--- config.mk ---
export PLATFORM = sky130hd
export DESIGN_NAME = mini_rv_soc
export DESIGN_NICKNAME = d
export VERILOG_FILES = /design/src/rtl/mini_rv_pkg.sv /design/src/rtl/apb_if.sv /design/src/rtl/mini_rv_soc.sv /design/src/rtl/uart_tx.sv /design/src/rtl/tx_fifo.sv /design/src/rtl/apb_periph.sv /design/src/rtl/rv_core.sv
export VERILOG_INCLUDE_DIRS = /design/src /design/src/rtl
export SDC_FILE = /design/constraint.sdc
export NUM_CORES = 1
export LEC_CHECK = 0
export ABC_AREA = 0
export BUFFER_PORTS_ARGS = -buffer_cell sky130_fd_sc_hd__buf_2
export CAP_MARGIN = 20
export CORE_ASPECT_RATIO = 0.75
export CORE_MARGIN = 2
export CORE_UTILIZATION = 25
export CTS_CLUSTER_DIAMETER = 100
export CTS_CLUSTER_SIZE = 12
export DETAILED_ROUTE_END_ITERATION = 6
export PLACE_DENSITY = 0.45
export REMOVE_ABC_BUFFERS = 1
export SLEW_MARGIN = 10
export SYNTH_ARGS = -nofsm -noshare
export SYNTH_HDL_FRONTEND = slang
export SYNTH_SLANG_ARGS = --single-unit
--- constraint.sdc ---
create_clock -name clk -period 10.4 [get_ports clk]
set_clock_uncertainty 0.1 [all_clocks]
set_input_delay 2.08 -clock clk [delete_from_list [all_inputs] [get_ports clk]]
set_output_delay 2.08 -clock clk [all_outputs]
set_load 0.1 [all_outputs]
--- src/rtl/mini_rv_defs.svh ---
`ifndef MINI_RV_DEFS_SVH
`define MINI_RV_DEFS_SVH

// core data path
`define XLEN         32
`define RESET_PC     32'd44          // first fetch after reset
`define IRQ_VECTOR   32'd0           // external irq handler entry

// peripheral region, upper address plus byte offsets
`define PERIPH_BASE  32'h8000_0000
`define TX_OFFSET    0               // transmit data, write only
`define KEY_OFFSET   16              // key value, read only

// transmit path
`define FIFO_DEPTH   4               // bytes queued ahead of the serializer
`define CLKS_PER_BIT 8               // serial bit time

`endif
--- src/rtl/mini_rv_pkg.sv ---
package mini_rv_pkg;

    // major opcodes of the supported subset
    typedef enum logic [6:0] {
        lui    = 7'b0110111,
        op_imm = 7'b0010011,  // addi only
        load   = 7'b0000011,  // lb only
        store  = 7'b0100011,  // sb only
        system = 7'b1110011   // mret only
    } opcode_e;

    // upper immediate layout
    typedef struct packed {
        logic [19:0] imm_hi;
        logic [4:0]  rd;
        opcode_e     opcode;
    } u_fmt_t;

    // shared I/S layout
    // I imm = {imm_a, rs2}, S imm = {imm_a, imm_b_rd}
    typedef struct packed {
        logic [6:0] imm_a;
        logic [4:0] rs2;
        logic [4:0] rs1;
        logic [2:0] funct3;
        logic [4:0] imm_b_rd;    // rd for I, low imm for S
        opcode_e    opcode;
    } is_fmt_t;

    // one fetched word, two views
    typedef union packed {
        u_fmt_t  u_fmt;
        is_fmt_t is_fmt;
    } inst_u;

endpackage

--- src/rtl/apb_if.sv ---
`timescale 1ns/1ns
`include "mini_rv_defs.svh"

interface apb_if;
    logic             psel;
    logic             penable;     // high from the second cycle on
    logic             pwrite;
    logic [`XLEN-1:0] paddr;
    logic [`XLEN-1:0] pwdata;
    logic [`XLEN-1:0] prdata;      // valid on the completing cycle
    logic             pready;      // low = wait state

    // core side
    modport master (output psel, penable, pwrite, paddr, pwdata,
                    input  prdata, pready);

    // peripheral side
    modport slave  (input  psel, penable, pwrite, paddr, pwdata,
                    output prdata, pready);

endinterface

--- src/rtl/mini_rv_soc.sv ---
`timescale 1ns/1ns
`include "mini_rv_defs.svh"

module mini_rv_soc (
    input  logic             clk,
    input  logic             reset,
    input  logic [`XLEN-1:0] instruction,   // program port
    output logic [`XLEN-1:0] pc,
    input  logic [7:0]       key_in,
    input  logic             irq,
    output logic             irq_done,
    output logic             tx
);
    apb_if i_apb_if ();

    // fifo write side
    logic       push;
    logic [7:0] push_data;
    logic       full;
    // fifo read side
    logic       pop;
    logic [7:0] pop_data;
    logic       empty;

    rv_core i_rv_core (
        .clk         (clk),
        .reset       (reset),
        .instruction (instruction),
        .pc          (pc),
        .irq         (irq),
        .irq_done    (irq_done),
        .bus         (i_apb_if.master)
    );

    apb_periph i_apb_periph (
        .clk       (clk),
        .reset     (reset),
        .bus       (i_apb_if.slave),
        .key_in    (key_in),
        .push      (push),
        .push_data (push_data),
        .full      (full)      // back-pressure into pready
    );

    tx_fifo i_tx_fifo (
        .clk       (clk),
        .reset     (reset),
        .push      (push),
        .push_data (push_data),
        .full      (full),
        .pop       (pop),
        .pop_data  (pop_data),
        .empty     (empty)
    );

    uart_tx i_uart_tx (
        .clk      (clk),
        .reset    (reset),
        .pop      (pop),
        .pop_data (pop_data),
        .empty    (empty),
        .tx       (tx)
    );

endmodule

--- src/rtl/uart_tx.sv ---
`timescale 1ns/1ns
`include "mini_rv_defs.svh"

module uart_tx (
    input  logic       clk,
    input  logic       reset,
    output logic       pop,        // take head byte from fifo
    input  logic [7:0] pop_data,
    input  logic       empty,
    output logic       tx          // serial line, idles high
);
    localparam int cw = $clog2(`CLKS_PER_BIT);

    logic          busy;
    logic [8:0]    shifter;        // {stop, data}, shifted out lsb first
    logic [3:0]    bit_idx;        // 0 start, 1..8 data, 9 stop
    logic [cw-1:0] clk_cnt;        // bit time counter

    assign pop = !busy && !empty;

    always_ff @(posedge clk or negedge reset) begin
        if (!reset) begin
            busy    <= 1'b0;
            tx      <= 1'b1;
            shifter <= '0;
            bit_idx <= '0;
            clk_cnt <= '0;
        end else if (!busy) begin
            if (!empty) begin
                busy    <= 1'b1;
                shifter <= {1'b1, pop_data};
                tx      <= 1'b0;           // start bit
                bit_idx <= '0;
                clk_cnt <= '0;
            end
        end else if (clk_cnt == cw'(`CLKS_PER_BIT-1)) begin
            clk_cnt <= '0;
            if (bit_idx == 4'd9) begin
                busy <= 1'b0;              // stop bit done, back to idle
            end else begin
                tx      <= shifter[0];
                shifter <= shifter >> 1;
                bit_idx <= bit_idx + 4'd1;
            end
        end else begin
            clk_cnt <= clk_cnt + 1'b1;
        end
    end

endmodule

--- src/rtl/tx_fifo.sv ---
`timescale 1ns/1ns
`include "mini_rv_defs.svh"

module tx_fifo (
    input  logic       clk,
    input  logic       reset,
    input  logic       push,
    input  logic [7:0] push_data,
    output logic       full,
    input  logic       pop,
    output logic [7:0] pop_data,    // head byte, valid when not empty
    output logic       empty
);
    localparam int aw = $clog2(`FIFO_DEPTH);

    logic [7:0]    mem [0:`FIFO_DEPTH-1];
    logic [aw-1:0] rd_ptr;
    logic [aw-1:0] wr_ptr;
    logic [aw:0]   count;           // needs one more bit than the pointers
    logic          do_push;
    logic          do_pop;

    assign full     = count == (aw+1)'(`FIFO_DEPTH);
    assign empty    = count == '0;
    assign do_push  = push && !full;     // extra pushes dropped
    assign do_pop   = pop && !empty;
    assign pop_data = mem[rd_ptr];

    always_ff @(posedge clk) begin
        if (do_push)
            mem[wr_ptr] <= push_data;
    end

    always_ff @(posedge clk or negedge reset) begin
        if (!reset) begin
            rd_ptr <= '0;
            wr_ptr <= '0;
            count  <= '0;
        end else begin
            if (do_push)
                wr_ptr <= (wr_ptr == aw'(`FIFO_DEPTH-1)) ? '0 : wr_ptr + 1'b1;
            if (do_pop)
                rd_ptr <= (rd_ptr == aw'(`FIFO_DEPTH-1)) ? '0 : rd_ptr + 1'b1;
            count <= count + (aw+1)'(do_push) - (aw+1)'(do_pop);  // both = no change
        end
    end

endmodule

--- src/rtl/apb_periph.sv ---
`timescale 1ns/1ns
`include "mini_rv_defs.svh"

module apb_periph (
    input  logic       clk,
    input  logic       reset,
    apb_if.slave       bus,
    input  logic [7:0] key_in,      // external, not aligned to clk
    output logic       push,        // fifo write strobe
    output logic [7:0] push_data,
    input  logic       full
);
    localparam logic [`XLEN-1:0] periph_base = `PERIPH_BASE;

    logic region_hit;
    logic tx_hit;
    logic key_hit;
    logic tx_write;

    // region = upper bits, register = low byte of address
    assign region_hit = bus.paddr[`XLEN-1:8] == periph_base[`XLEN-1:8];
    assign tx_hit     = region_hit && bus.paddr[7:0] == 8'(`TX_OFFSET);
    assign key_hit    = region_hit && bus.paddr[7:0] == 8'(`KEY_OFFSET);
    assign tx_write   = tx_hit && bus.pwrite;

    // transmit waits on a full fifo, the rest completes at once
    assign bus.pready = tx_write ? !full : 1'b1;

    // one push, on the completing edge only
    assign push      = bus.psel && bus.penable && tx_write && !full;
    assign push_data = bus.pwdata[7:0];

    // read data captured in setup, valid through access
    always_ff @(posedge clk or negedge reset) begin
        if (!reset) begin
            bus.prdata <= '0;
        end else if (bus.psel && !bus.penable) begin
            if (key_hit && !bus.pwrite)
                bus.prdata <= {{(`XLEN-8){1'b0}}, key_in};  // zero extended
            else
                bus.prdata <= '0;   // unmapped or write
        end
    end

endmodule

--- src/rtl/rv_core.sv ---
`timescale 1ns/1ns
`include "mini_rv_defs.svh"

module rv_core (
    input  logic             clk,
    input  logic             reset,
    input  logic [`XLEN-1:0] instruction,  // word at pc
    output logic [`XLEN-1:0] pc,
    input  logic             irq,          // level sensitive
    output logic             irq_done,     // one cycle after mret
    apb_if.master            bus
);
    mini_rv_pkg::inst_u ir;             // fetch register
    logic               bubble;         // ir holds a flushed word
    logic               in_access;      // apb access phase open
    logic               in_handler;
    logic [`XLEN-1:0]   ret_pc;         // saved return address

    logic [`XLEN-1:0]   regs [0:31];
    logic [4:0]         rd;
    logic [4:0]         rs1;
    logic [4:0]         rs2;
    logic [`XLEN-1:0]   rs1_val;
    logic [`XLEN-1:0]   rs2_val;
    logic [`XLEN-1:0]   imm_u;
    logic [`XLEN-1:0]   imm_i;
    logic [`XLEN-1:0]   imm_s;

    logic               f3_zero;
    logic               is_lui;
    logic               is_addi;
    logic               is_lb;
    logic               is_sb;
    logic               is_mret;
    logic               take_irq;
    logic               mem_op;
    logic               rf_we;
    logic [`XLEN-1:0]   rf_wd;

    assign rd  = ir.u_fmt.rd;          // same bits as imm_b_rd
    assign rs1 = ir.is_fmt.rs1;
    assign rs2 = ir.is_fmt.rs2;

    // x0 reads as zero
    assign rs1_val = (rs1 == 5'd0) ? '0 : regs[rs1];
    assign rs2_val = (rs2 == 5'd0) ? '0 : regs[rs2];

    // immediates
    assign imm_u = {ir.u_fmt.imm_hi, 12'b0};
    assign imm_i = {{(`XLEN-12){ir.is_fmt.imm_a[6]}}, ir.is_fmt.imm_a, ir.is_fmt.rs2};
    assign imm_s = {{(`XLEN-12){ir.is_fmt.imm_a[6]}}, ir.is_fmt.imm_a, ir.is_fmt.imm_b_rd};

    // decode, nothing executes from a flushed word
    assign f3_zero = ir.is_fmt.funct3 == 3'b000;   // addi, lb, sb, mret
    assign is_lui  = !bubble && ir.u_fmt.opcode == mini_rv_pkg::lui;
    assign is_addi = !bubble && ir.is_fmt.opcode == mini_rv_pkg::op_imm && f3_zero;
    assign is_lb   = !bubble && ir.is_fmt.opcode == mini_rv_pkg::load && f3_zero;
    assign is_sb   = !bubble && ir.is_fmt.opcode == mini_rv_pkg::store && f3_zero;
    assign is_mret = !bubble && ir.is_fmt.opcode == mini_rv_pkg::system && f3_zero
                     && {ir.is_fmt.imm_a, ir.is_fmt.rs2} == 12'h302;

    // irq wins over the word in ir, never inside a transfer
    assign take_irq = irq && !in_handler && !in_access && !bubble;
    assign mem_op   = (is_lb || is_sb) && !take_irq;

    // apb master, setup while idle, access after
    assign bus.psel    = mem_op;
    assign bus.penable = in_access;
    assign bus.pwrite  = is_sb;
    assign bus.paddr   = rs1_val + (is_sb ? imm_s : imm_i);
    assign bus.pwdata  = rs2_val;                   // low byte used

    // register file write port
    always_comb begin
        rf_we = 1'b0;
        rf_wd = imm_u;
        if (!take_irq) begin
            if (is_lui) begin
                rf_we = 1'b1;
            end else if (is_addi) begin
                rf_we = 1'b1;
                rf_wd = rs1_val + imm_i;
            end else if (is_lb && in_access && bus.pready) begin
                rf_we = 1'b1;
                rf_wd = {{(`XLEN-8){bus.prdata[7]}}, bus.prdata[7:0]}; // sign extend
            end
        end
    end

    always_ff @(posedge clk) begin
        if (rf_we && rd != 5'd0)
            regs[rd] <= rf_wd;
    end

    always_ff @(posedge clk or negedge reset) begin
        if (!reset) begin
            pc         <= `RESET_PC;
            ir         <= '0;
            bubble     <= 1'b1;         // zero word is not executed
            in_access  <= 1'b0;
            in_handler <= 1'b0;
            ret_pc     <= '0;
            irq_done   <= 1'b0;
        end else begin
            irq_done <= 1'b0;
            if (take_irq) begin
                ret_pc     <= pc - `XLEN'(4);   // re-run the skipped word
                in_handler <= 1'b1;
                pc         <= `IRQ_VECTOR;
                ir         <= instruction;
                bubble     <= 1'b1;             // flush stale fetch
            end else if (mem_op) begin
                // pc and ir held until the transfer completes
                if (!in_access) begin
                    in_access <= 1'b1;
                end else if (bus.pready) begin
                    in_access <= 1'b0;
                    pc        <= pc + `XLEN'(4);
                    ir        <= instruction;
                end
            end else if (is_mret) begin
                pc         <= ret_pc;
                in_handler <= 1'b0;
                irq_done   <= 1'b1;
                ir         <= instruction;
                bubble     <= 1'b1;
            end else begin
                pc     <= pc + `XLEN'(4);    // lui, addi, bubble, unknown
                ir     <= instruction;
                bubble <= 1'b0;
            end
        end
    end

endmodule

==> results of run 1 <==
[cell usage in the layout (no fill, tap or decap), types with 75 or more instances in the layout]
cell type / instances
o21ai_0: 89
nor2_1: 168
edfxtp_1: 1056
nand2_1: 160
buf_2: 75
clkbuf_16: 112
a21oi_1: 131
dfrtp_1: 121
buf_4: 103
mux4_2: 357
mux2i_1: 117
[final timing paths]
kind,endpoint,slack [ps],startpoint
worst max-delay path,i_tx_fifo.count[2]$_DFF_PN0_,1520,i_rv_core.ir[15]$_DFFE_PN0P_
worst min-delay path,i_rv_core.ret_pc[0]$_DFFE_PN0P_,380,i_rv_core.ret_pc[0]$_DFFE_PN0P_
worst max register to register,i_tx_fifo.count[2]$_DFF_PN0_,1520,i_rv_core.ir[15]$_DFFE_PN0P_
worst min register to register,i_rv_core.ret_pc[0]$_DFFE_PN0P_,380,i_rv_core.ret_pc[0]$_DFFE_PN0P_
max in group asynchronous,i_rv_core.ir[20]$_DFFE_PN0P_,7500,reset
min in group asynchronous,i_rv_core.ret_pc[25]$_DFFE_PN0P_,1260,reset
[registers in the layout (all words and copies together) (netlist names), 2 cells and up]
register / flops
i_tx_fifo.rd_ptr: 2
i_uart_tx.clk_cnt: 3
i_uart_tx.bit_idx: 4
i_rv_core.pc: 32
i_apb_periph.bus.prdata: 8
i_uart_tx.shifter: 9
i_tx_fifo.count: 3
i_tx_fifo.mem: 32
i_rv_core.ir: 32
i_rv_core.ret_pc: 32
i_tx_fifo.wr_ptr: 2
i_rv_core.regs: 1024
[layout make-up]
class                      count  area, um^2
fill                       20900      150000
sequential                  1189       35100
multi-input combinational   1789       17700
tap                         2812        3520
clock buffer                 158        2990
timing repair buffer         199        1500
clock inverter                 9         148
inverter                      38         143
antenna                        1        2.50
[critical path: stages, from the launching register on]
cell	delay (ps)
dfrtp_4	930
buf_12	430
mux4_2	560
mux4_2	520
mux2i_1	350
nor2_1	110
ha_1	510
a21oi_1	400
o21ai_0	130
buf_4	170
a21boi_0	640
a2bb2oi_1	320
o221a_2	250
o2111ai_1	130
nor4_1	290
nand2_1	150
nor4b_2	350
nand2_1	80
or4b_1	590
nand4bb_1	530
inv_1	180
ha_1	160
inv_1	50
fa_1	400
xnor2_1	190
xnor2_1	130
[layer usage]
| metal | part of all wire (%) | vias to the layer above | track usage (%) |
|---|---|---|---|
| met5 | 0.0047 | - | 0 |
| met4 | 1.9 | 2 | 3.18 |
| met3 | 6.7 | 194 | 2.81 |
| met2 | 43 | 1102 | 22.7 |
| met1 | 48 | 16800 | 24.0 |
| li1 | - | 13100 | - |
[cell families after synthesis]
logic type	Yosys count	synth area share, %
AOI/OAI and AO/OA	494	6.07
xor gates and xnor gates	73	1.23
adders and majority gates	46	1.10
buffers and inverters	246	1.84
DFF	1189	65.8
muxes	508	18.0
other	1	0.00704
and+or+nand+nor	636	5.89
[metrics by stage]
| step | utilization (%) | hold slack [ps] | std cells |
|---|---|---|---|
| finish | 28.9 | 377 | 6195 |
| floorplan | - | 346 | 3016 |
| global placement | 27.3 | 360 | 6016 |
| global route | 28.9 | 400 | 6194 |
| CTS | 28.9 | 378 | 6191 |
| detailed placement | 27.4 | 362 | 6024 |
[power by group through the flow]
| stage | Sequential, mW | Clock (mW) | Combinational [mW] |
|---|---|---|---|
| after floorplan | 5.63 | 0 | 0.632 |
| after global placement | 5.46 | 0 | 1.12 |
| after detailed placement | 5.46 | 0 | 1.12 |
| after CTS | 5.36 | 3.90 | 1.12 |
| after global routing | 5.37 | 4.07 | 1.21 |
| final | 5.36 | 3.80 | 1.13 |
==> impl_metrics.ini, run 1 <==
[routing]
drtPass1Iterations = 5
drt.antenna.violating_nets = 0
drt_iter0_drc = 3550
vias = 31200
remaining_drc_errors = 0
wire_per_inst_um = 27.6
routed_via_density = 5.04
wl_um = 171000

[floorplanning]
dieArea_um2 = 217000
die_h_um = 404
rows = 146
die_w_um = 537
core_um2 = 211000
start_util_pct = 25.2
ioPinCount = 77

[worst_setup_path]
path_class = reg -> reg
arrival_ps = 9450
cp-start-kind = flip-flop
crit_required_ps = 10970
reg2reg_depth = 25
end_kind = flip-flop
critPathMaxFanout = 46

[yosys]
ys.flop_type = edfxtp_1
synth-edff-count = 1056
async_flop_share_pct = 11.2
ys_seq_area_share_pct = 65.8
netlist.area_leader.share_pct = 59.6
yosys_warnings = 0
synth-seq-cells = 1189
syn-cell-area_um2 = 53200
yosys-top-cells-count = edfxtp_1 (1056), mux4_2 (357), nor2_1 (204)
ys_types = 95
avgSynthCellArea_um2 = 16.7
synth_top_area_cell = edfxtp_1
yosysMostFrequentCell = edfxtp_1
synthCells = 3193
synth_area_leaders = edfxtp_1 (60%), mux4_2 (15%), dfrtp_1 (6.0%)

[clock_tree]
cts.reportedPaths.clkPinSlew_ps = 60
insertion_delay_ps = 790
postCtsSetupBuffers = 0
root_buffer = clkbuf_16
cts.sinks = 1189
htreeDepth = 3
ctsHoldBuffers = 0
post_cts_resized = 0
numCtsBuffers = 110
tritoncts = done
cts_buffer_depth = 3

[power_and_ir_drop]
ir_drop_v = 0.000145
power_mw = 10.3
power.internal_mw = 7.63
pwr-share-comb_pct = 11.0
seq_power_share_pct = 52.0
leakage_nw = 19.7
p_sw_mw = 2.67
p_per_area_nw_per_um2 = 169
swShare_pct = 25.9
p_clk_share_pct = 37.0

[run]
cap_viol_max_count = 0

[timing]
fin_setup_tns_ps = 0
rsz0062_at_grt = false
worst_slew_pin_slew_ps = 1170
finalCritPeriodShare_pct = 85.4
clock.fmax_mhz = 113
slew_viol_final = 0
finalSetupViolCount = 0
slew_headroom_pct = 21.8
hold_viol_final = 0
setup_ws_ps = 1520
min_period_ps = 8880

[placement]
place_ws_ps = 1570
place_area_um2 = 57900
numPortBuffers = 76
hpwl_um = 106000
routabilityCongestion = 0.964

[global_route]
gr-total-overflow = 0
grt_pass1_wl_um = 242000
grt_max_degree = 75
groute.usage.overall_pct = 15.6
grt_pass1_vias = 30800
antenna_found_initial = 4

[layout]
final_layout_size_suffix_gt1_share_pct = 24.3
stdcell_area_um2 = 61100
nets = 3416
syn2layout_area_growth_pct = 14.7

[worst_hold_path]
hold_path_depth = 2
hold_class = reg -> reg

[status]
outcome = complete, no violations
Note: power is estimated with default switching activity, not from simulation.
==> run 2: changes to the inputs <==
- SYNTH_HIERARCHICAL: not set -> 1
==> impl_metrics.ini, run 2 <==
[floorplanning]
dieArea_um2 = 213000
rows = 145
start_util_pct = 25.1
die_w_um = 532
die_h_um = 400
core_um2 = 208000
ioPinCount = 77

[global_route]
antenna_found_initial = 7
gr-total-overflow = 0
grtUsageMet1_pct = 23.0
grt_pass1_vias = 29000
grt_max_degree = 68
grt_use_met3_pct = 3.22
globalRoute.busiestLayer = met1
groute.usage.overall_pct = 15.5
use_met2_pct = 23.0
grt_pass1_wl_um = 233000

[layout]
regArea_um2 = 35100
final_layout_size_suffix_gt1_share_pct = 27.4
nets = 3201
largest_register_ffs = 1024
nFillCells = 20700
regMostFlops = i_rv_core/regs
stdcell_count = 5942
final_cell_mix = edfxtp_1 (1056), mux4_2 (404), nand2_1 (253)
utilization_pct = 28.8
multiInputGateArea_um2 = 16600
final_common_cell = edfxtp_1
syn2layout_area_growth_pct = 14.6
stdcell_area_um2 = 59900

[clock_tree]
ctsHoldBuffers = 0
postCtsSetupBuffers = 0
cts_buffer_depth = 3
numCtsBuffers = 109
tritoncts = done
post_cts_resized = 0
cts.reportedPaths.clkPinSlew_ps = 80
insertion_delay_ps = 760
root_buffer = clkbuf_16
cts.sinks = 1189
htreeDepth = 3

[routing]
remaining_drc_errors = 0
drt_iter0_drc = 3476
drtPass1Iterations = 6
wl_um = 167000
vias = 29200
routed_via_density = 4.91
drt.antenna.violating_nets = 0
wire_per_inst_um = 28.1

[worst_setup_path]
crit_required_ps = 10560
reg2reg_depth = 25
cp-endpoint = i_rv_core/regs[19][21]$_DFFE_PP_
cp.depth = 25
end_kind = flip-flop
path_class = reg -> reg
reg2reg_from = i_rv_core/ir[15]$_DFFE_PN0P_
cp-start-kind = flip-flop
timing.critical_path.buf_inv = 3
path_delay_family = simple AND/OR/NAND/NOR gates
critPathLaunch = i_rv_core/ir[15]$_DFFE_PN0P_
cp_slowest_cell = dfrtp_4
reg2reg_slack_ps = 1130
critPathMaxStageDelay_ps = 900
arrival_ps = 9430
reg2reg_to = i_rv_core/regs[19][21]$_DFFE_PP_
critPathMaxFanout = 67

[placement]
place_area_um2 = 56800
numPortBuffers = 76
hpwl_um = 98900
place_ws_ps = 1250
routabilityCongestion = 0.926
dp_cells = 5788

[power_and_ir_drop]
ir_drop_v = 0.000160
leakage_nw = 19.3
power_mw = 10.0
p_per_area_nw_per_um2 = 168

[timing]
finalSetupViolCount = 0
worst_slew_pin_slew_ps = 1090
slew_headroom_pct = 27.4
whs_ps = 374
min_period_ps = 9270
slew_viol_final = 0
hold_viol_final = 0
finalCritPeriodShare_pct = 89.2
rsz0062_at_grt = false
clock.fmax_mhz = 108
setup_ws_ps = 1130
fin_setup_tns_ps = 0

[yosys]
synthCells = 3000
yosys_warnings = 6
syn-cell-area_um2 = 52200
avgSynthCellArea_um2 = 17.4

[status]
outcome = complete, no violations

[run]
cap_viol_max_count = 0

[worst_hold_path]
hold_class = reg -> reg
-- run 2: worst min-delay path by stage --
stage                                                start                                     end  slack [ps]  cells past startpoint
floorplan           i_apb_periph/bus.prdata[7]$_DFFE_PN0P_  i_apb_periph/bus.prdata[7]$_DFFE_PN0P_         340                      2
global placement           i_rv_core/ret_pc[0]$_DFFE_PN0P_         i_rv_core/ret_pc[0]$_DFFE_PN0P_         360                      2
detailed placement         i_rv_core/ret_pc[0]$_DFFE_PN0P_         i_rv_core/ret_pc[0]$_DFFE_PN0P_         370                      2
CTS                               i_uart_tx/tx$_DFFE_PN1P_                i_uart_tx/tx$_DFFE_PN1P_         380                      2
global route               i_rv_core/ret_pc[9]$_DFFE_PN0P_         i_rv_core/ret_pc[9]$_DFFE_PN0P_         400                      2
finish                            i_uart_tx/tx$_DFFE_PN1P_                i_uart_tx/tx$_DFFE_PN1P_         370                      2
-- run 2: final cells by class --
cell class                      count  area share, %
Tap cell                         2793           5.84
Clock buffer                      140           4.84
Multi-Input combinational cell   1572           27.6
Antenna cell                        4         0.0167
Timing Repair Buffer              197           2.67
Clock inverter                      6          0.171
Sequential cell                  1189           58.6
Inverter                           41          0.257
-- run 2: power breakdown --
| group | internal, mW | total, mW | switching (mW) | leakage (nW) |
|---|---|---|---|---|
| clock | 1.93 | 3.70 | 1.78 | 1.45 |
| sequential | 5.22 | 5.30 | 0.0792 | 11.2 |
| combinational | 0.367 | 1.05 | 0.680 | 6.68 |
-- run 2: routing by layer --
layer / vias up / routed length [um]
met3: 208 / 10700
met2: 950 / 73400
met1: 15900 / 78900
met4: 0 / 3780
li1: 12100 / -
met5: - / 0
-- run 2: worst min-delay path, cell delays in order, from the launching register on --
cell	delay, ps
dfstp_2	370
inv_1	40
mux2i_1	60
